`config.mk`:
```
export PLATFORM = sky130hd
export DESIGN_NAME = cart_loader_top
export DESIGN_NICKNAME = d
export VERILOG_FILES = /design/src/hw/cart_pkg.sv /design/src/hw/cart_loader_top.sv /design/src/hw/ines_header.sv /design/src/hw/joypad_serial.sv /design/src/hw/mem_write_slot.sv /design/src/hw/rom_loader.sv
export SDC_FILE = /design/constraint.sdc
export NUM_CORES = 1
export LEC_CHECK = 0
export BUFFER_PORTS_ARGS = -buffer_cell sky130_fd_sc_hd__buf_2
export CORE_AREA = 2 2 201 203
export CTS_CLUSTER_DIAMETER = 120
export DETAILED_ROUTE_END_ITERATION = 8
export DIE_AREA = 0 0 203 205
export GPL_ROUTABILITY_DRIVEN = 0
export SLEW_MARGIN = 20
export SYNTH_ARGS = -nofsm -noshare
export SYNTH_HDL_FRONTEND = slang
export SYNTH_HIERARCHICAL = 1
export SYNTH_SLANG_ARGS = --single-unit
```
`constraint.sdc`:
```
create_clock -name clk -period 3.2 [get_ports clk]
set_clock_uncertainty 0.2 [all_clocks]
set_input_delay 0.8 -clock clk [delete_from_list [all_inputs] [get_ports clk]]
set_output_delay 0.8 -clock clk [all_outputs]
set_load 0.01 [all_outputs]
```
`src/hw/cart_pkg.sv`:
```
// Cartridge loader package
// Shared widths, memory map, iNES header constants and loader states
`default_nettype none

package cart_pkg;

	//////////////////////////////
	// Data widths
	//////////////////////////////

	typedef logic [7:0]  byte_t;          // One file or memory byte
	typedef logic [21:0] mem_addr_t;      // Cartridge memory address
	typedef logic [21:0] byte_count_t;    // Bytes left in a segment
	typedef logic [31:0] mapper_flags_t;  // Decoded cartridge configuration
	typedef logic [7:0]  pad_t;           // Pad buttons in host order
	typedef logic [1:0]  credit_t;        // Credits handed back per cycle

	//////////////////////////////
	// Memory map
	//////////////////////////////

	localparam mem_addr_t PRG_BASE    = 22'h000000;
	localparam mem_addr_t CHR_BASE    = 22'h200000;
	localparam mem_addr_t HEADER_BASE = 22'h3FFFF0;  // Scratch copy of the header

	// PRG pages are 16 KiB, CHR pages 8 KiB
	localparam int PRG_PAGE_SHIFT = 14;
	localparam int CHR_PAGE_SHIFT = 13;

	//////////////////////////////
	// iNES header
	//////////////////////////////

	localparam int HEADER_LEN = 16;

	// "NES" followed by EOF, byte 0 in the top byte
	localparam logic [31:0] INES_MAGIC = 32'h4E45531A;

	//////////////////////////////
	// Write pacing
	//////////////////////////////

	localparam int LOAD_CREDITS = 2;  // Also the write queue depth
	localparam int SLOT_PERIOD  = 4;  // One memory slot per CPU divider cycle

	//////////////////////////////
	// Multitap signatures
	//////////////////////////////

	localparam byte_t MULTITAP_SIG_P1 = 8'h08;
	localparam byte_t MULTITAP_SIG_P2 = 8'h04;

	typedef enum logic [2:0] {
		S_HEADER,
		S_PRG,
		S_CHR,
		S_DONE,
		S_ERROR
	} loader_state_e;

endpackage

`default_nettype wire

```
`src/hw/cart_loader_top.sv`:
```
// Cartridge loader top level
// Image loader, paced write slot and controller serializer side by side
`default_nettype none

module cart_loader_top (
	input  logic                    clk,
	input  logic                    reset_nes,
	// Host byte stream
	input  logic                    byte_valid,
	input  cart_pkg::byte_t         byte_data,
	input  logic                    invert_mirroring,
	output cart_pkg::credit_t       credit_return,
	// Cartridge memory writes
	output logic                    mem_write,
	output cart_pkg::mem_addr_t     mem_addr,
	output cart_pkg::byte_t         mem_data,
	// Loader status
	output logic                    busy,
	output logic                    done,
	output logic                    error,
	output cart_pkg::mapper_flags_t mapper_flags,
	// Controllers
	input  cart_pkg::pad_t          joy_a,
	input  cart_pkg::pad_t          joy_b,
	input  cart_pkg::pad_t          joy_c,
	input  cart_pkg::pad_t          joy_d,
	input  logic                    swap,
	input  logic                    multitap,
	input  logic                    strobe,
	input  logic [1:0]              joypad_clock,
	output logic [1:0]              joy_data
);
	import cart_pkg::*;

	logic      wr_valid;
	logic      wr_drop;
	mem_addr_t wr_addr;
	byte_t     wr_data;

	rom_loader loader_i (
		.clk              (clk),
		.reset_nes        (reset_nes),
		.byte_valid       (byte_valid),
		.byte_data        (byte_data),
		.invert_mirroring (invert_mirroring),
		.wr_valid         (wr_valid),
		.wr_drop          (wr_drop),
		.wr_addr          (wr_addr),
		.wr_data          (wr_data),
		.busy             (busy),
		.done             (done),
		.error            (error),
		.mapper_flags     (mapper_flags)
	);

	mem_write_slot slot_i (
		.clk           (clk),
		.reset_nes     (reset_nes),
		.wr_valid      (wr_valid),
		.wr_drop       (wr_drop),
		.wr_addr       (wr_addr),
		.wr_data       (wr_data),
		.mem_write     (mem_write),
		.mem_addr      (mem_addr),
		.mem_data      (mem_data),
		.credit_return (credit_return)
	);

	joypad_serial joy_i (
		.clk          (clk),
		.reset_nes    (reset_nes),
		.joy_a        (joy_a),
		.joy_b        (joy_b),
		.joy_c        (joy_c),
		.joy_d        (joy_d),
		.swap         (swap),
		.multitap     (multitap),
		.strobe       (strobe),
		.joypad_clock (joypad_clock),
		.joy_data     (joy_data)
	);

endmodule

`default_nettype wire

```
`src/hw/ines_header.sv`:
```
// iNES header store and decoder
// Keeps the 16 header bytes, checks the magic and builds the mapper flag word
`default_nettype none

module ines_header (
	input  logic                   clk,
	input  logic                   reset_nes,
	input  logic                   capture,
	input  logic [3:0]             index,
	input  cart_pkg::byte_t        byte_in,
	input  logic                   invert_mirroring,
	output logic                   magic_ok,
	output logic                   has_trainer,
	output cart_pkg::byte_t        prg_pages,
	output cart_pkg::byte_t        chr_pages,
	output cart_pkg::mapper_flags_t flags
);
	import cart_pkg::*;

	byte_t      hdr [HEADER_LEN];
	logic       is_nes20;
	logic       tail_dirty;
	logic       is_dirty;
	logic [2:0] prg_size;
	logic [2:0] chr_size;
	byte_t      mapper;
	byte_t      submapper;
	logic [3:0] prg_ram_shift;

	// 0 for one page or less, then one step per doubling, 7 above 64 pages
	function automatic logic [2:0] size_code(byte_t pages);
		logic [2:0] code;
		code = 3'd7;
		for (int k = 6; k >= 0; k--) begin
			if (pages <= byte_t'(1 << k))
				code = 3'(k);
		end
		return code;
	endfunction

	always_ff @(posedge clk) begin
		if (reset_nes) begin
			for (int i = 0; i < HEADER_LEN; i++)
				hdr[i] <= '0;
		end else if (capture) begin
			hdr[index] <= byte_in;
		end
	end

	assign magic_ok    = ({hdr[0], hdr[1], hdr[2], hdr[3]} == INES_MAGIC);
	assign has_trainer = hdr[6][2];
	assign prg_pages   = hdr[4];
	assign chr_pages   = hdr[5];

	// Junk in bytes 9..15 marks an old dumper tool header
	always_comb begin
		tail_dirty = |hdr[9][7:1];
		for (int i = 10; i < HEADER_LEN; i++)
			tail_dirty = tail_dirty | (|hdr[i]);
	end

	assign is_nes20      = (hdr[7][3:2] == 2'b10);
	assign is_dirty      = !is_nes20 && tail_dirty;
	assign prg_size      = size_code(prg_pages);
	assign chr_size      = size_code(chr_pages);
	assign mapper        = {is_dirty ? 4'h0 : hdr[7][7:4], hdr[6][7:4]};
	assign submapper     = is_nes20 ? hdr[8] : 8'h00;
	assign prg_ram_shift = is_nes20 ? hdr[10][3:0] : 4'h0;  // 64 << shift bytes

	// Piano bit stays clear
	assign flags = {1'b0, 1'b0, prg_ram_shift, hdr[6][1], submapper, hdr[6][3],
		(chr_pages == 8'h00), hdr[6][0] ^ invert_mirroring, chr_size, prg_size, mapper};

endmodule

`default_nettype wire

```
`src/hw/joypad_serial.sv`:
```
// Controller serializer
// Latches four pads on strobe and shifts two ports out on falling clocks
`default_nettype none

module joypad_serial (
	input  logic           clk,
	input  logic           reset_nes,
	input  cart_pkg::pad_t joy_a,
	input  cart_pkg::pad_t joy_b,
	input  cart_pkg::pad_t joy_c,
	input  cart_pkg::pad_t joy_d,
	input  logic           swap,
	input  logic           multitap,
	input  logic           strobe,
	input  logic [1:0]     joypad_clock,
	output logic [1:0]     joy_data
);
	import cart_pkg::*;

	byte_t       nes_a;
	byte_t       nes_b;
	byte_t       nes_c;
	byte_t       nes_d;
	logic [23:0] load_word [2];
	logic [23:0] shift_q [2];
	logic [1:0]  last_clock;
	logic [1:0]  clock_fall;

	// Host order to NES order, A button ends up in bit 0
	function automatic byte_t to_nes(pad_t p);
		return {p[0], p[1], p[2], p[3], p[7], p[6], p[5], p[4]};
	endfunction

	assign nes_a = to_nes(joy_a);
	assign nes_b = to_nes(joy_b);
	assign nes_c = to_nes(joy_c);
	assign nes_d = to_nes(joy_d);

	// Without a multitap the extra reads return ones
	always_comb begin
		load_word[0] = {multitap ? {MULTITAP_SIG_P1, nes_c} : 16'hFFFF, swap ? nes_b : nes_a};
		load_word[1] = {multitap ? {MULTITAP_SIG_P2, nes_d} : 16'hFFFF, swap ? nes_a : nes_b};
	end

	assign clock_fall = last_clock & ~joypad_clock;

	always_ff @(posedge clk) begin
		if (reset_nes) begin
			for (int p = 0; p < 2; p++)
				shift_q[p] <= '0;
			last_clock <= '0;
		end else begin
			for (int p = 0; p < 2; p++) begin
				if (strobe)
					shift_q[p] <= load_word[p];
				if (clock_fall[p])
					shift_q[p] <= {1'b0, shift_q[p][23:1]};  // Shift wins over a strobe
			end
			last_clock <= joypad_clock;
		end
	end

	assign joy_data = {shift_q[1][0], shift_q[0][0]};

endmodule

`default_nettype wire

```
`src/hw/mem_write_slot.sv`:
```
// Paced memory write slot
// Queues loader writes and issues one per slot phase, handing credits back
`default_nettype none

module mem_write_slot (
	input  logic                clk,
	input  logic                reset_nes,
	input  logic                wr_valid,
	input  logic                wr_drop,
	input  cart_pkg::mem_addr_t wr_addr,
	input  cart_pkg::byte_t     wr_data,
	output logic                mem_write,
	output cart_pkg::mem_addr_t mem_addr,
	output cart_pkg::byte_t     mem_data,
	output cart_pkg::credit_t   credit_return
);
	import cart_pkg::*;

	// Depth is a power of two so the pointers wrap by themselves
	localparam int PTR_W = $clog2(LOAD_CREDITS);

	mem_addr_t        q_addr [LOAD_CREDITS];
	byte_t            q_data [LOAD_CREDITS];
	logic [PTR_W-1:0] wr_ptr;
	logic [PTR_W-1:0] rd_ptr;
	logic [PTR_W:0]   count;
	logic [1:0]       phase;      // Slot phase
	logic             slot_open;
	logic             issue;

	assign slot_open = (phase == 2'(SLOT_PERIOD - 1));
	assign issue     = slot_open && (count != '0);

	//////////////////////////////
	// Slot phase and pointers
	//////////////////////////////

	always_ff @(posedge clk) begin
		if (reset_nes) begin
			phase  <= '0;
			wr_ptr <= '0;
			rd_ptr <= '0;
			count  <= '0;
		end else begin
			phase <= slot_open ? 2'd0 : phase + 2'd1;
			if (wr_valid)
				wr_ptr <= wr_ptr + 1'b1;
			if (issue)
				rd_ptr <= rd_ptr + 1'b1;
			// Push and pop can meet in one cycle
			case ({wr_valid, issue})
				2'b10:   count <= count + 1'b1;
				2'b01:   count <= count - 1'b1;
				default: count <= count;
			endcase
		end
	end

	// Queue storage
	always_ff @(posedge clk) begin
		if (wr_valid) begin
			q_addr[wr_ptr] <= wr_addr;
			q_data[wr_ptr] <= wr_data;
		end
	end

	assign mem_write = issue;
	assign mem_addr  = q_addr[rd_ptr];
	assign mem_data  = q_data[rd_ptr];

	// One credit per issued write plus one per dropped byte
	assign credit_return = {1'b0, issue} + {1'b0, wr_drop};

endmodule

`default_nettype wire

```
`src/hw/rom_loader.sv`:
```
// iNES image loader
// Walks header, PRG and CHR segments and emits one write or drop per byte
`default_nettype none

module rom_loader (
	input  logic                    clk,
	input  logic                    reset_nes,
	input  logic                    byte_valid,
	input  cart_pkg::byte_t         byte_data,
	input  logic                    invert_mirroring,
	output logic                    wr_valid,
	output logic                    wr_drop,
	output cart_pkg::mem_addr_t     wr_addr,
	output cart_pkg::byte_t         wr_data,
	output logic                    busy,
	output logic                    done,
	output logic                    error,
	output cart_pkg::mapper_flags_t mapper_flags
);
	import cart_pkg::*;

	loader_state_e state;
	loader_state_e eff_state;
	logic [3:0]    ctr;           // Header byte index
	mem_addr_t     addr_q;
	mem_addr_t     eff_addr;
	byte_count_t   bytes_left;
	byte_count_t   eff_left;
	byte_count_t   prg_bytes;
	byte_count_t   chr_bytes;
	byte_t         prg_pages;
	byte_t         chr_pages;
	logic          magic_ok;
	logic          has_trainer;
	logic          header_capture;

	assign header_capture = byte_valid && (state == S_HEADER);
	assign prg_bytes      = byte_count_t'(prg_pages) << PRG_PAGE_SHIFT;
	assign chr_bytes      = byte_count_t'(chr_pages) << CHR_PAGE_SHIFT;

	ines_header hdr_i (
		.clk              (clk),
		.reset_nes        (reset_nes),
		.capture          (header_capture),
		.index            (ctr),
		.byte_in          (byte_data),
		.invert_mirroring (invert_mirroring),
		.magic_ok         (magic_ok),
		.has_trainer      (has_trainer),
		.prg_pages        (prg_pages),
		.chr_pages        (chr_pages),
		.flags            (mapper_flags)
	);

	// An empty PRG segment falls straight into CHR, so no byte is lost
	// in the switch-over cycle
	always_comb begin
		eff_state = state;
		eff_left  = bytes_left;
		eff_addr  = addr_q;
		if (state == S_PRG && bytes_left == '0) begin
			eff_state = S_CHR;
			eff_left  = chr_bytes;
			eff_addr  = CHR_BASE;
		end
	end

	//////////////////////////////
	// Control FSM
	//////////////////////////////

	always_ff @(posedge clk) begin
		if (reset_nes) begin
			state      <= S_HEADER;
			ctr        <= '0;
			addr_q     <= PRG_BASE;
			bytes_left <= '0;
			busy       <= 1'b0;
			done       <= 1'b0;
			error      <= 1'b0;
			wr_valid   <= 1'b0;
			wr_drop    <= 1'b0;
		end else begin
			wr_valid <= 1'b0;
			wr_drop  <= 1'b0;
			case (eff_state)
				S_HEADER: begin
					if (byte_valid) begin
						wr_valid <= 1'b1;          // Header goes to scratch
						ctr      <= ctr + 4'd1;
						if (ctr == 4'(HEADER_LEN - 1)) begin
							// Trainers are not supported
							if (magic_ok && !has_trainer) begin
								busy       <= 1'b1;
								state      <= S_PRG;
								addr_q     <= PRG_BASE;
								bytes_left <= prg_bytes;
							end else begin
								state <= S_ERROR;
							end
						end
					end
				end
				S_PRG, S_CHR: begin
					if (eff_left != '0) begin
						state      <= eff_state;
						addr_q     <= eff_addr;
						bytes_left <= eff_left;
						if (byte_valid) begin
							wr_valid   <= 1'b1;
							addr_q     <= eff_addr + 1'b1;
							bytes_left <= eff_left - 1'b1;
						end
					end else begin
						state   <= S_DONE;  // CHR exhausted
						busy    <= 1'b0;
						done    <= 1'b1;
						wr_drop <= byte_valid;
					end
				end
				S_DONE: begin
					busy    <= 1'b0;
					done    <= 1'b1;
					wr_drop <= byte_valid;
				end
				S_ERROR: begin
					busy    <= 1'b0;
					done    <= 1'b1;
					error   <= 1'b1;
					wr_drop <= byte_valid;
				end
				default: state <= S_ERROR;
			endcase
		end
	end

	// Write payload follows the byte by one cycle
	always_ff @(posedge clk) begin
		if (byte_valid) begin
			wr_data <= byte_data;
			wr_addr <= (eff_state == S_HEADER) ? HEADER_BASE + mem_addr_t'(ctr) : eff_addr;
		end
	end

endmodule

`default_nettype wire

```
== Word-level counts from Yosys, hierarchy flattened ==
Memory sizes are Yosys's and may differ from the RTL's. A register that Yosys moved wholly into a read port is not among the register bits.
Index checks and enable logic that the tools add are counted.

* Register bits after elaboration: 94
* Bits in latches: 0
* Memory bits (writable): 236
* Bits in read-only memories: 0
* Logic and storage cells: 189
* Memories: 4

{| class="wikitable"
|+ Memories
! memory !! depth !! bits a word !! rd ports !! clocked after Yosys merged registers in !! write ports !! RTL line !! RTL
|-
| loader_i.hdr_i.hdr || 16 || 8 || 16 || 0 || 16 || ines_header.sv:20 || <nowiki>byte_t hdr [HEADER_LEN];</nowiki>
|-
| joy_i.shift_q || 2 || 24 || 2 || 0 || 2 || joypad_serial.sv:25 || <nowiki>logic [23:0] shift_q [2];</nowiki>
|-
| slot_i.q_addr || 2 || 22 || 1 || 1 || 1 || mem_write_slot.sv:22 || <nowiki>mem_addr_t q_addr [LOAD_CREDITS];</nowiki>
|-
| slot_i.q_data || 2 || 8 || 1 || 1 || 1 || mem_write_slot.sv:23 || <nowiki>byte_t q_data [LOAD_CREDITS];</nowiki>
|}

* Add/subtract/negate cells: 10
* Multipliers: 0
* Div/mod/pow operators: 0
* $lt $le $gt $ge: 14
* Equal/unequal tests: 16
* Shifts and indexed selects: 0
* Multiplexer cells: 82
* Bitwise gates (word level): 14
* Reduce and logical (&&, ||, !) cells: 33

{| class="wikitable"
|+ Operators by type and width
! operator !! number
|-
| $mux 22 || 13
|-
| $mux 24 || 4
|-
| $pmux 22 s2 || 2
|-
| $reduce_or 8->1 || 7
|-
| $mux 3 || 17
|-
| $eq 32x31->1 const B || 1
|-
| $mux 16 || 2
|-
| $mux 8 || 4
|-
| $mux 1 || 31
|-
| $add 22x1->22 const B || 1
|-
| $logic_not 22->1 || 1
|-
| $reduce_bool 22->1 || 1
|-
| $sub 22x1->22 const B || 1
|-
| $le 8x1->1 const B || 2
|-
| $le 8x2->1 const B || 2
|-
| $le 8x3->1 const B || 2
|-
| $le 8x4->1 const B || 2
|-
| $le 8x5->1 const B || 2
|-
| $le 8x6->1 const B || 2
|-
| $le 8x7->1 const B || 2
|-
| $mux 4 || 3
|-
| $or 1x1->1 || 10
|-
| $reduce_and 5->1 || 2
|-
| $pmux 3 s3 || 1
|-
| 31 further kinds || 54
|}

== Depth between registers and ports, before layout ==
An unclocked memory read counts as a cell.

* Depth in word-level cells: 10
* Depth in mapped cells: 14
* Gate-level depth less buffers: 12

== Hierarchy ==
Netlist, hierarchy kept.

{| class="wikitable"
|+ Modules (own cells, without submodules)
! module !! instances !! cells an instance !! area each (um^2)
|-
| ines_header || 1 || 408 || 5506.5
|-
| rom_loader || 1 || 530 || 4669.5
|-
| joypad_serial || 1 || 197 || 2636.3
|-
| mem_write_slot || 1 || 120 || 2432.3
|}

== Worst setup path after synthesis ==
Ideal clock, no wire load.

* Kind: register to register
* Start: reg loader_i.bytes_left[13]
* End: reg loader_i.addr_q[14]
* Setup time: 114 ps
* Arrival time: 2813 ps
* Setup slack: 73 ps
* Cell stages (with the launch flop): 13
* Cell sequence: dfxtp_1 > buf_6 > or4_4 > buf_6 > or3_4 > or3_4 > nand2_1 > inv_1 > ha_1 > nand4_1 > nor4_1 > and3_1 > a21o_1

* Word-level cells in the longest chain between the ends: 7
* Elaborated cells between the ends (all ways): 20
* Classes of those cells: 1 x add/sub; 6 x eq/ne; 6 x mux; 7 x reduce/logical

{| class="wikitable"
|+ Ends and longest elaborated chain
! what !! RTL line !! RTL
|-
| start, declared || rom_loader.sv:27 || <nowiki>byte_count_t bytes_left;</nowiki>
|-
| start signal, assigned || rom_loader.sv:97 || <nowiki>bytes_left <= prg_bytes;</nowiki>
|-
| start signal, assigned || rom_loader.sv:108 || <nowiki>bytes_left <= eff_left;</nowiki>
|-
| start signal, assigned || rom_loader.sv:112 || <nowiki>bytes_left <= eff_left - 1'b1;</nowiki>
|-
| $logic_not 22->1 || rom_loader.sv:61 || <nowiki>if (state == S_PRG && bytes_left == '0) begin</nowiki>
|-
| $logic_and 1x1->1 || rom_loader.sv:61 ||
|-
| $mux 22 or $mux 3 (tied branches) || rom_loader.sv:61 ||
|-
| $add 22x1->22 (tied with other cells) || rom_loader.sv:111 || <nowiki>addr_q <= eff_addr + 1'b1;</nowiki>
|-
| $mux 22 or $reduce_or 2->1 (tied branches) || rom_loader.sv:109, rom_loader.sv:86 ||
|-
| $mux 22 (tied with other cells) || rom_loader.sv:105 || <nowiki>if (eff_left != '0) begin</nowiki>
|-
| $pmux 22 s2 or $reduce_and 5->1 (tied branches) || n/a ||
|-
| end signal, assigned || rom_loader.sv:107 || <nowiki>addr_q <= eff_addr;</nowiki>
|-
| end signal, assigned || rom_loader.sv:111 ||
|-
| end, declared || rom_loader.sv:25 || <nowiki>mem_addr_t addr_q;</nowiki>
|}

Parallel ways exist; a longest one is shown, timed or not. The select of a mux whose other input is x is not followed.
A chain may end at the register's enable or synchronous reset.

==> impl_metrics.csv <==
group,metric,value,unit
sta,min_period,3.10,ns
sta,fin_tns_setup,0,ns
floorplan,core_area,39400,um^2
global_routing,grt_max_degree,33,
cells_and_area,nets,1461,
cts,clk_latency,0.53,ns
cts,cts_buffers,37,
synth,yosys-top-cells-area,"edfxtp_1 52%, dfxtp_1 8.7%, and2_1 6.0%",
placed_design,dp.cells,1884,
floorplan,die_x,203,um
detailed_routing,top_layer,"met4",
floorplan,die_h,205,um
global_routing,overflow,0,
cells_and_area,drive_gt1_share,25.0,%
cts,htreeDepth,2,
detailed_routing,vias,10511,
outcome,status,"complete, no violations",
global_routing,grt_antenna_before_repair,0,
setup_path,arrival,2.10,ns
synth,async_flop_share,0,%
synth,yosys-top-cells-count,"262 x edfxtp_1, 145 x and2_1, 89 x nand2_1, 66 x dfxtp_1, 59 x nor2_1",
cts,cts_tree,"built",
pwr,irDropWorstVdd,0.304,mV
pwr,p_leak,6.57,nW
setup_path,required,2.20,ns
global_routing,grt_pass1_vias,10373,
pwr,power_frac_clock,42.9,%
cells_and_area,syn_to_final_growth,18.0,%
synth,yosysMostFrequentCell,"edfxtp_1",
detailed_routing,routed_via_density,5.37,
synth,synth_top_area_share,51.6,%
placed_design,pre_cts_slack,0.142,ns
synth,avgSynthCellArea,12.1,um^2
sta,finalHoldViolations,0,
pwr,power_frac_comb,7.3,%
synth,syn-cell-area,15200,um^2
floorplan,rows,73,
detailed_routing,wl_met2,16.3,mm
pwr,switching_share,22.8,%
pwr,p_int,7.65,mW
synth,yosys_most_used_dff,"edfxtp_1",
floorplan,initial_utilization,38.7,%
detailed_routing,drt_iter0_drc,838,
pwr,p_per_area,550,nW/um^2
detailed_routing,wl_met3,1.83,mm
synth,synth.distinct_cells,82,
sta,slew_violations,0,
cts,root_buffer,"clkbuf_16",
detailed_routing,first_pass_iters,5,
global_routing,grt_pass1_wl,56.9,mm
floorplan,dieArea,41600,um^2
setup_path,worstSetupPathType,"reg2out",
hold_path,min-delay-path-class,"reg2reg",
flow_run,maxCapViolCount,0,
pwr,power_switching,2.26,mW
detailed_routing,routed_wl,36.0,mm
cells_and_area,utilization,45.7,%
sta,setup_violations,0,
sta,fmaxAchievable,322,MHz
detailed_routing,wl_met1,16.9,mm
synth,synth_seq_area_share,60.3,%
placed_design,port_buffers,116,
setup_path,worst_setup_path_start_kind,"register",
sta,post-route-period-util,96.9,%
global_routing,grtUsageTotal,17.2,%
cells_and_area,layoutNonFillerInstCount,1956,
sta,fin_ws,0.0990,ns
synth,syn_inst,1255,
floorplan,ios,119,
cts,clock-sinks,328,
cts,clk_pin_slew,0.06,ns
synth,yosys_warnings,6,
synth,yosys.area.top_type,"edfxtp_1",
detailed_routing,wl_per_cell,18.4,um
synth,synth_edf_count,262,
detailed_routing,drc,0,
placed_design,place.detailed.hpwl,24.0,mm
setup_path,critPathCaptureType,"primary output",
detailed_routing,drtAntennaViolNets,0,
sta,maxSlewHeadroom,30.7,%
cells_and_area,antenna_cells,0,
setup_path,crit_fanout,6,
pwr,power_frac_seq,49.8,%
cts,clockBufferDepth,3,
synth,synth.ff_latch_count,328,
sta,worst_slew_pin_slew,1.04,ns
[what timing repair did]
action                     4_1_cts  5_1_grt
hold buffers                     0        0
setup endpoints to repair        4       10
gates resized for setup          5       11
pin swaps                        3        3
setup buffers                    3        4
[placed cells by master (no fill, tap or decap), types with 19 or more instances in the layout]
cell,netlist,routed
dfxtp_1,66,65
o2bb2ai_1,20,20
clkbuf_16,0,37
nor3_1,30,29
edfxtp_1,262,262
and2_1,145,145
buf_2,20,116
inv_1,40,40
o21ai_0,28,28
buf_4,16,75
mux2_2,33,33
nand2_1,89,89
nor2b_1,21,20
a31oi_1,21,21
a21oi_1,23,23
nor2_1,59,58
nor4_1,28,19
nand3_1,30,30
[sequential cells by signal, summed over array words and instances, names as in the netlist, 2 cells and up, named ones only]
register	flops
joy_i/last_clock	2
joy_i/shift_q	48
loader_i/addr_q	22
loader_i/bytes_left	22
loader_i/ctr	4
loader_i/hdr_i/hdr	125
loader_i/state	3
loader_i/wr_addr	22
loader_i/wr_data	8
slot_i/count	2
slot_i/phase	2
slot_i/q_addr	44
slot_i/q_data	16
[routing by layer]
layer	GRT usage, %	vias up
li1	-	5025
met1	24.5	5124
met2	27.2	298
met3	2.37	64
met4	5.71	0
met5	0	-
[worst max-delay path, stage by stage, from the launching register on]
cell and delay, ns:
edfxtp_1 0.45, or4b_2 0.69, o31a_1 0.13, o211ai_1 0.15
buf_2 0.16
[power by group through the flow]
stage	combinational (mW)	clock, mW	sequential (mW)
detailed placement	0.722	0	5.02
global route	0.794	4.52	4.95
floorplan	0.447	0	4.98
CTS	0.727	4.35	4.93
finish	0.724	4.25	4.93
global placement	0.713	0	5.01
[kinds of logic (layout without fill, tap and decap cells)]
logic type / count (synthesis) / in the layout / synth area share (%)
XOR/XNOR: 15 / 15 / 0.862
flip-flops: 328 / 328 / 60.3
multiplexers: 50 / 50 / 3.55
AO/OA/AOI/OAI: 203 / 203 / 10.5
buffers and inverters: 124 / 299 / 4.02
AND/OR/NAND/NOR: 527 / 527 / 20.2
other: 1 / 2 / 0.0246
adder cells (fa/ha/maj): 7 / 7 / 0.574
[worst paths after layout]
kind                                          startpoint                               end  slack (ns)  cells after the start
setup / recovery  loader_i/hdr_i/hdr[4][2]$_SDFFCE_PN0P_                   mapper_flags[9]         0.1                      4
hold / removal             loader_i/wr_data[7]$_DFFE_PP_     slot_i/q_data[1][7]$_DFFE_PP_        0.23                      0
setup reg to reg    loader_i/bytes_left[13]$_SDFFE_PP0P_  loader_i/addr_q[16]$_SDFFE_PP0P_         0.1                     11
hold reg to reg            loader_i/wr_data[7]$_DFFE_PP_     slot_i/q_data[1][7]$_DFFE_PP_        0.23                      0
[area by class of cell]
type,count,area [um^2]
multi-input combinational,804,5560
tap,525,657
timing repair buffer,194,1200
inverter,40,150
sequential,328,9190
clock inverter,21,248
fill,3581,21400
clock buffer,44,982
[metrics by stage]
| stage | power [mW] | hold WS [ns] | area [um^2] |
|---|---|---|---|
| 2_1_floorplan | 5.43 | 0.203 | 15200 |
| 3_3_place_gp | 5.72 | 0.216 | 16600 |
| 5_1_grt | 10.3 | 0.255 | 18000 |
| 4_1_cts | 10.0 | 0.230 | 17900 |
| 3_5_place_dp | 5.74 | 0.222 | 16600 |
| 6_report | 9.90 | 0.234 | 18000 |
(Power assumes the default switching activity.)
